`src/verilog/cache_ctrl_pkg.sv`:
```
//~~~~~~~~~~~~~~~~~~~~~~~~~~~~~~~~~~~~~~~~~~~~~~~~~
// cache control register map, version constant,
// register selector and operation enums, cmd/event structs
//~~~~~~~~~~~~~~~~~~~~~~~~~~~~~~~~~~~~~~~~~~~~~~~~~

`default_nettype none

package cache_ctrl_pkg;

   // byte address width of the register space
   localparam int CSR_ADDR_W = 5;

   // performance counters, one full word each
   localparam logic [CSR_ADDR_W-1:0] ADDR_RW_HIT     = 5'h00;
   localparam logic [CSR_ADDR_W-1:0] ADDR_RW_MISS    = 5'h04;
   localparam logic [CSR_ADDR_W-1:0] ADDR_READ_HIT   = 5'h08;
   localparam logic [CSR_ADDR_W-1:0] ADDR_READ_MISS  = 5'h0C;
   localparam logic [CSR_ADDR_W-1:0] ADDR_WRITE_HIT  = 5'h10;
   localparam logic [CSR_ADDR_W-1:0] ADDR_WRITE_MISS = 5'h14;

   // single byte commands, write only
   localparam logic [CSR_ADDR_W-1:0] ADDR_RST_CNTRS  = 5'h18;
   localparam logic [CSR_ADDR_W-1:0] ADDR_INVALIDATE = 5'h19;

   // write-through buffer status bytes
   localparam logic [CSR_ADDR_W-1:0] ADDR_WTB_EMPTY  = 5'h1A;
   localparam logic [CSR_ADDR_W-1:0] ADDR_WTB_FULL   = 5'h1B;

   localparam logic [CSR_ADDR_W-1:0] ADDR_VERSION    = 5'h1C;

   localparam logic [15:0] CSR_VERSION = 16'h0001;

   // which register a request hits
   typedef enum logic [3:0] {
      SEL_NONE,
      SEL_RW_HIT,
      SEL_RW_MISS,
      SEL_READ_HIT,
      SEL_READ_MISS,
      SEL_WRITE_HIT,
      SEL_WRITE_MISS,
      SEL_RST_CNTRS,
      SEL_INVALIDATE,
      SEL_WTB_EMPTY,
      SEL_WTB_FULL,
      SEL_VERSION
   } csr_sel_e;

   typedef enum logic {
      OP_READ,
      OP_WRITE
   } csr_op_e;

   // decoded request, valid for one cycle
   typedef struct packed {
      logic     valid;
      csr_op_e  op;
      csr_sel_e sel;
   } csr_cmd_t;

   // event strobes from the cache
   typedef struct packed {
      logic read_hit;
      logic read_miss;
      logic write_hit;
      logic write_miss;
   } cache_evt_t;

endpackage

`default_nettype wire

```
`src/verilog/cache_ctrl.sv`:
```
//~~~~~~~~~~~~~~~~~~~~~~~~~~~~~~~~~~~~~~~~~~~~~~~~~
// cache control and status block, top level
//~~~~~~~~~~~~~~~~~~~~~~~~~~~~~~~~~~~~~~~~~~~~~~~~~

`timescale 1ns/10ps
`default_nettype none

module cache_ctrl
   import cache_ctrl_pkg::*;
#(
   parameter int DATA_W       = 32,   // 32 or 64
   parameter bit USE_CTRL_CNT = 1'b1
) (
   input  logic                  clk_i,
   input  logic                  arst_i,
   input  logic                  valid_i,
   input  logic [CSR_ADDR_W-1:0] addr_i,
   input  logic [DATA_W/8-1:0]   wstrb_i,
   input  cache_evt_t            evt_i,
   input  logic                  wtbuf_empty_i,
   input  logic                  wtbuf_full_i,
   output logic                  ready_o,
   output logic [DATA_W-1:0]     rdata_o,
   output logic                  invalidate_o
);

   csr_cmd_t          cmd;
   logic [DATA_W-1:0] read_hit_cnt;
   logic [DATA_W-1:0] read_miss_cnt;
   logic [DATA_W-1:0] write_hit_cnt;
   logic [DATA_W-1:0] write_miss_cnt;

   csr_decode #(
      .DATA_W (DATA_W)
   ) u_decode (
      .valid_i (valid_i),
      .addr_i  (addr_i),
      .wstrb_i (wstrb_i),
      .cmd_o   (cmd)
   );

   perf_counters #(
      .DATA_W       (DATA_W),
      .USE_CTRL_CNT (USE_CTRL_CNT)
   ) u_counters (
      .clk_i            (clk_i),
      .arst_i           (arst_i),
      .cmd_i            (cmd),
      .evt_i            (evt_i),
      .read_hit_cnt_o   (read_hit_cnt),
      .read_miss_cnt_o  (read_miss_cnt),
      .write_hit_cnt_o  (write_hit_cnt),
      .write_miss_cnt_o (write_miss_cnt)
   );

   // counter values seen here are pre-update, so reads miss same-cycle events
   csr_response #(
      .DATA_W (DATA_W)
   ) u_response (
      .clk_i            (clk_i),
      .arst_i           (arst_i),
      .cmd_i            (cmd),
      .read_hit_cnt_i   (read_hit_cnt),
      .read_miss_cnt_i  (read_miss_cnt),
      .write_hit_cnt_i  (write_hit_cnt),
      .write_miss_cnt_i (write_miss_cnt),
      .wtbuf_empty_i    (wtbuf_empty_i),
      .wtbuf_full_i     (wtbuf_full_i),
      .ready_o          (ready_o),
      .rdata_o          (rdata_o),
      .invalidate_o     (invalidate_o)
   );

endmodule

`default_nettype wire

```
`src/verilog/csr_decode.sv`:
```
//~~~~~~~~~~~~~~~~~~~~~~~~~~~~~~~~~~~~~~~~~~~~~~~~~
// request decoder: strobe lane encoder, write
// address forming and register map lookup
//~~~~~~~~~~~~~~~~~~~~~~~~~~~~~~~~~~~~~~~~~~~~~~~~~

`timescale 1ns/10ps
`default_nettype none

module csr_decode
   import cache_ctrl_pkg::*;
#(
   parameter int DATA_W = 32
) (
   input  logic                  valid_i,
   input  logic [CSR_ADDR_W-1:0] addr_i,
   input  logic [DATA_W/8-1:0]   wstrb_i,
   output csr_cmd_t              cmd_o
);

   localparam int WSTRB_W = DATA_W/8;
   localparam int LANE_W  = $clog2(WSTRB_W);

   logic [LANE_W-1:0]     lane;       // lowest active byte lane
   logic [CSR_ADDR_W-1:0] addr_algn;
   logic [CSR_ADDR_W-1:0] wr_addr;
   csr_sel_e              rd_sel;
   csr_sel_e              wr_sel;

   // exact byte address to register selector
   function automatic csr_sel_e map_addr(input logic [CSR_ADDR_W-1:0] a);
      csr_sel_e s;
      case (a)
         ADDR_RW_HIT:     s = SEL_RW_HIT;
         ADDR_RW_MISS:    s = SEL_RW_MISS;
         ADDR_READ_HIT:   s = SEL_READ_HIT;
         ADDR_READ_MISS:  s = SEL_READ_MISS;
         ADDR_WRITE_HIT:  s = SEL_WRITE_HIT;
         ADDR_WRITE_MISS: s = SEL_WRITE_MISS;
         ADDR_RST_CNTRS:  s = SEL_RST_CNTRS;
         ADDR_INVALIDATE: s = SEL_INVALIDATE;
         ADDR_WTB_EMPTY:  s = SEL_WTB_EMPTY;
         ADDR_WTB_FULL:   s = SEL_WTB_FULL;
         ADDR_VERSION:    s = SEL_VERSION;
         default:         s = SEL_NONE;
      endcase
      return s;
   endfunction

   // priority encoder, lowest set strobe wins
   always_comb begin
      lane = '0;
      for (int i = WSTRB_W-1; i >= 0; i--) begin
         if (wstrb_i[i]) begin
            lane = LANE_W'(i);
         end
      end
   end

   assign addr_algn = {addr_i[CSR_ADDR_W-1:LANE_W], {LANE_W{1'b0}}};
   assign wr_addr   = addr_algn + CSR_ADDR_W'(lane);

   assign rd_sel = map_addr(addr_i);   // reads need an exact hit

   // only the two command bytes are writable
   always_comb begin
      wr_sel = map_addr(wr_addr);
      if (wr_sel != SEL_RST_CNTRS && wr_sel != SEL_INVALIDATE) begin
         wr_sel = SEL_NONE;
      end
   end

   always_comb begin
      cmd_o.valid = valid_i;
      cmd_o.op    = OP_READ;
      cmd_o.sel   = SEL_NONE;
      if (valid_i) begin
         if (wstrb_i == '0) begin  // no strobes means read
            cmd_o.op  = OP_READ;
            cmd_o.sel = rd_sel;
         end else begin
            cmd_o.op  = OP_WRITE;
            cmd_o.sel = wr_sel;
         end
      end
   end

endmodule

`default_nettype wire

```
`src/verilog/csr_response.sv`:
```
//~~~~~~~~~~~~~~~~~~~~~~~~~~~~~~~~~~~~~~~~~~~~~~~~~
// read data mux with totals, registered ready,
// read data and invalidate pulse
//~~~~~~~~~~~~~~~~~~~~~~~~~~~~~~~~~~~~~~~~~~~~~~~~~

`timescale 1ns/10ps
`default_nettype none

module csr_response
   import cache_ctrl_pkg::*;
#(
   parameter int DATA_W = 32
) (
   input  logic              clk_i,
   input  logic              arst_i,
   input  csr_cmd_t          cmd_i,
   input  logic [DATA_W-1:0] read_hit_cnt_i,
   input  logic [DATA_W-1:0] read_miss_cnt_i,
   input  logic [DATA_W-1:0] write_hit_cnt_i,
   input  logic [DATA_W-1:0] write_miss_cnt_i,
   input  logic              wtbuf_empty_i,
   input  logic              wtbuf_full_i,
   output logic              ready_o,
   output logic [DATA_W-1:0] rdata_o,
   output logic              invalidate_o
);

   logic [DATA_W-1:0] hit_total;
   logic [DATA_W-1:0] miss_total;
   logic [DATA_W-1:0] rdata_d;
   logic              inval_d;

   assign hit_total  = read_hit_cnt_i + write_hit_cnt_i;
   assign miss_total = read_miss_cnt_i + write_miss_cnt_i;

   always_comb begin
      rdata_d = '0;   // zero unless a read lands on a mapped register
      if (cmd_i.valid && cmd_i.op == OP_READ) begin
         case (cmd_i.sel)
            SEL_RW_HIT:     rdata_d = hit_total;
            SEL_RW_MISS:    rdata_d = miss_total;
            SEL_READ_HIT:   rdata_d = read_hit_cnt_i;
            SEL_READ_MISS:  rdata_d = read_miss_cnt_i;
            SEL_WRITE_HIT:  rdata_d = write_hit_cnt_i;
            SEL_WRITE_MISS: rdata_d = write_miss_cnt_i;
            SEL_WTB_EMPTY:  rdata_d = {{(DATA_W-1){1'b0}}, wtbuf_empty_i};
            SEL_WTB_FULL:   rdata_d = {{(DATA_W-1){1'b0}}, wtbuf_full_i};
            SEL_VERSION:    rdata_d = {{(DATA_W-16){1'b0}}, CSR_VERSION};
            default:        rdata_d = '0;   // command bytes read as zero
         endcase
      end
   end

   assign inval_d = cmd_i.valid && (cmd_i.op == OP_WRITE) && (cmd_i.sel == SEL_INVALIDATE);

   // one stage, everything drops back to 0 without a command
   always_ff @(posedge clk_i or posedge arst_i) begin
      if (arst_i) begin
         ready_o      <= 1'b0;
         rdata_o      <= '0;
         invalidate_o <= 1'b0;
      end else begin
         ready_o      <= cmd_i.valid;   // ack one cycle after request
         rdata_o      <= rdata_d;
         invalidate_o <= inval_d;
      end
   end

endmodule

`default_nettype wire

```
`src/verilog/perf_counters.sv`:
```
//~~~~~~~~~~~~~~~~~~~~~~~~~~~~~~~~~~~~~~~~~~~~~~~~~
// cache hit and miss event counters
//~~~~~~~~~~~~~~~~~~~~~~~~~~~~~~~~~~~~~~~~~~~~~~~~~

`timescale 1ns/10ps
`default_nettype none

module perf_counters
   import cache_ctrl_pkg::*;
#(
   parameter int DATA_W       = 32,
   parameter bit USE_CTRL_CNT = 1'b1
) (
   input  logic              clk_i,
   input  logic              arst_i,
   input  csr_cmd_t          cmd_i,
   input  cache_evt_t        evt_i,
   output logic [DATA_W-1:0] read_hit_cnt_o,
   output logic [DATA_W-1:0] read_miss_cnt_o,
   output logic [DATA_W-1:0] write_hit_cnt_o,
   output logic [DATA_W-1:0] write_miss_cnt_o
);

   localparam int N_CNT = 4;

   // counter slots follow the event struct bit order
   localparam int IDX_READ_HIT   = 3;
   localparam int IDX_READ_MISS  = 2;
   localparam int IDX_WRITE_HIT  = 1;
   localparam int IDX_WRITE_MISS = 0;

   generate
      if (USE_CTRL_CNT) begin : g_cnt

         logic [N_CNT-1:0]             evt_vec;
         logic [N_CNT-1:0][DATA_W-1:0] cnt_q;
         logic                         clr;

         assign evt_vec = evt_i;

         // reset-counters write, acts at the end of this cycle
         assign clr = cmd_i.valid
                      && (cmd_i.op == OP_WRITE)
                      && (cmd_i.sel == SEL_RST_CNTRS);

         always_ff @(posedge clk_i or posedge arst_i) begin
            if (arst_i) begin
               cnt_q <= '0;
            end else if (clr) begin
               cnt_q <= '0;   // same-cycle events are dropped
            end else begin
               // every strobe counts, several per cycle allowed
               for (int i = 0; i < N_CNT; i++) begin
                  if (evt_vec[i]) begin
                     cnt_q[i] <= cnt_q[i] + 1'b1;   // wraps
                  end
               end
            end
         end

         assign read_hit_cnt_o   = cnt_q[IDX_READ_HIT];
         assign read_miss_cnt_o  = cnt_q[IDX_READ_MISS];
         assign write_hit_cnt_o  = cnt_q[IDX_WRITE_HIT];
         assign write_miss_cnt_o = cnt_q[IDX_WRITE_MISS];

      end else begin : g_no_cnt

         // counters left out, reads give zero
         assign read_hit_cnt_o   = '0;
         assign read_miss_cnt_o  = '0;
         assign write_hit_cnt_o  = '0;
         assign write_miss_cnt_o = '0;

      end
   endgenerate

endmodule

`default_nettype wire
```
`config.mk`:
```
export PLATFORM = sky130hd
export DESIGN_NAME = cache_ctrl
export DESIGN_NICKNAME = d
export VERILOG_FILES = /design/src/verilog/cache_ctrl_pkg.sv /design/src/verilog/cache_ctrl.sv /design/src/verilog/csr_decode.sv /design/src/verilog/csr_response.sv /design/src/verilog/perf_counters.sv
export SDC_FILE = /design/constraint.sdc
export NUM_CORES = 1
export LEC_CHECK = 0
export ABC_AREA = 1
export BUFFER_PORTS_ARGS = -buffer_cell sky130_fd_sc_hd__buf_2
export CAP_MARGIN = 20
export CORE_MARGIN = 1.5
export CORE_UTILIZATION = 50
export DETAILED_ROUTE_END_ITERATION = 12
export GPL_TIMING_DRIVEN = 0
export PLACE_DENSITY = 0.71
export SLEW_MARGIN = 15
export SYNTH_ARGS = -nofsm -noshare
export SYNTH_HDL_FRONTEND = slang
export SYNTH_SLANG_ARGS = --single-unit
```
`constraint.sdc`:
```
create_clock -name clk_i -period 6.55 [get_ports clk_i]
set_clock_uncertainty 0.15 [all_clocks]
set_input_delay 0.9825 -clock clk_i [delete_from_list [all_inputs] [get_ports clk_i]]
set_output_delay 0.9825 -clock clk_i [all_outputs]
set_load 0.05 [all_outputs]
```
==> metrics <==
syn_nets 2326; final slew viol count 0; Tot GR Track Use 0.417; highest layer used for signal routing met5; Post-CTS Setup Repair Bufs 0; vias per cell 6.10; clk buf depth 2; DR iter-0 viols 2050; Residual DRC 0; via count 16400; worst r2r path cells 13; Syn. warnings 0; total negative slack 0 ns; final hold vios 0; Post-Route WL 60.3 mm; WL met2 27.0 mm; Die X 172 µm; RD Place Congestion 1.02; CTS tree built; met3 WL 5.42 mm; Static Leakage 0.00763 µW; clock sink total 162; ANT cells 0; fin util 0.559; VDD IR-drop max 0.300 mV; Critical Path End Type flip-flop; I/O pin cnt 52; worst slew pin tran 1.15 ns; H-Tree Depth 4; final cell count without fillers 2696; dpl cells 2664; post-synthesis area per instance 6.39 µm²; PwrDens 292 nW/µm²; Area Growth Syn to Fin 9.31%; Min Hold Slack 0.407 ns; Final #Nets 2395; worst hold path class input pin to async pin; vias in the first global route 15200; port bufs 49; Core ar. 27900 µm²; WS Path Type input pin to flip-flop; synthesis-stage register bit count 162; WP data required 6.69 ns; Slew headroom 0.236; die area 29600 µm²; initial core utilization 0.511; sequential area share after synthesis 0.284; Synth Instances 2236; Clock transition at path regs 0.07 ns; Critical Path Start Type input pin; total congestion overflow 0; Final HPWL DP 48.8 mm; Worst Path Arrival 3.93 ns; CTS Buf Count 17; drt first pass iters 6; hold buffers post-CTS 0; Routed Antenna Nets 0; first-pass GRT wire length 89.4 mm; routed len/inst 22.4 µm; initial antenna violation count 1; FMAX 0.264 GHz; Cell Area, Synth 14300 µm²; crit path max fanout 10; RSZ-0062 raised after global routing no; die height 172 µm; Root Driver clkbuf_16; Most used DFF post-synth dfrtp_1; final worst path period share 0.578; post-synthesis async set-or-reset flop share 1.00; minimum clock period 3.79 ns; Setup-failing EPs final 0; largest net degree at the start of global routing 90; Clock Latency Late Sink 0.47 ns; max cap viols 0; status completed; post-CTS sizing 0; site row count 61; Post-synth EDFFs 0; share of cells above drive strength 1 0.0561; met1 WL 23.9 mm; Cell variety after synth 49
[cell type report]
type	count	area [µm²]
inverters	268	1020
well taps	378	473
multi-input cells	1752	8960
fillers	2866	12300
clock inverters	13	124
flip-flops and latches	162	4050
repair buffers	50	273
clock buffers	19	453
plain buffers	54	262
[metrics by stage]
stage                     area (µm²)  power, µW  worst slack [ns]
after floorplan                14300       2750              1.04
after global placement         15000       3420            -0.925
after detailed placement       15000       3450              2.48
after CTS                      15600       4460              2.95
after global routing           15600       4780              2.58
final                          15600       4550              2.76
[routing by layer]
metal  GRT usage  up-vias
li1            -     7575
met1       0.531     7685
met2       0.664      979
met3      0.0629      197
met4       0.259        2
met5           0        -
[critical path, stage by stage]
cell,delay [ns]
buf_2,0.11
nor2_1,0.18
o21ai_0,0.17
ha_1,0.30
nand2_1,0.07
nand3_1,0.07
o21ai_1,0.21
nand3_2,0.23
inv_1,0.12
clkbuf_1,0.43
clkbuf_1,0.91
nor3b_1,0.14
[state kept, by name (all words and copies together) (netlist names)]
name,count
u_response.rdata_o,32
u_counters.read_hit_cnt_o,32
u_counters.write_miss_cnt_o,32
u_counters.read_miss_cnt_o,32
u_counters.write_hit_cnt_o,32
u_response.invalidate_o,1
u_response.ready_o,1
[Yosys cell counts, types with 5 or more instances]
master    count  area share
buf_2        11      0.0039
inv_1       258       0.068
o21ai_1      14      0.0049
dfrtp_1     162        0.28
nand3b_1     12      0.0063
nand4_1      69       0.030
nor2_1      319       0.084
or2_2         8      0.0035
o22ai_1       6      0.0026
nand3_1     269       0.094
nor3b_1      14      0.0074
buf_4         8      0.0042
o21ai_0      85       0.030
inv_2         5      0.0013
a21oi_1      95       0.033
o31ai_1      19       0.010
xnor2_1      21       0.013
nand2_1     533        0.14
a31oi_1       6      0.0026
xor2_1       57       0.035
o211ai_1      7      0.0037
clkbuf_1     33      0.0087
ha_1         70       0.061
o21a_1        5      0.0026
a21o_1        7      0.0037
o21bai_1      8      0.0042
nor3_1       73       0.026
nor4_1       21      0.0092
[cells in the final DEF (no fill, tap or decap), types with 12 or more instances in the layout]
master,count
nor3b_1,14
buf_2,60
nand3_1,269
nor4_1,21
ha_1,70
o21ai_0,85
inv_1,257
nand2_1,533
clkbuf_1,33
clkbuf_16,17
a21oi_1,95
xor2_1,57
nand4_1,69
o31ai_1,19
xnor2_1,21
nor2_1,319
o21ai_1,14
nor3_1,73
dfrtp_1,162
nand3b_1,12
[power breakdown]
group | internal (µW) | leakage, µW | total [µW] | switching, µW
Sequential | 1180 | 0.00213 | 1600 | 423
Clock | 550 | 0.000289 | 1020 | 472
Combinational | 616 | 0.00521 | 1930 | 1310
[worst paths after layout]
kind                                                  from  slack (ns)                               to
min in group clk_i         u_counters.write_miss_cnt_o[31]        0.45  u_counters.write_miss_cnt_o[31]
max in group asynchronous                           arst_i        4.98    u_counters.read_miss_cnt_o[9]
setup / recovery                                wstrb_i[1]        2.76   u_counters.read_miss_cnt_o[11]
hold reg to reg            u_counters.write_miss_cnt_o[31]        0.45  u_counters.write_miss_cnt_o[31]
hold / removal                                      arst_i        0.41     u_counters.read_hit_cnt_o[8]
setup reg to reg             u_counters.read_miss_cnt_o[0]        3.58           u_response.rdata_o[14]
[logic make-up after synthesis]
logic type,Yosys count,synth area share
compound gates,268,0.107
xor+xnor,78,0.0478
fa+ha+maj,72,0.0641
buf+inv,322,0.0889
flops,162,0.284
simple gates,1334,0.408
Note: power is estimated with default switching activity, not from simulation.
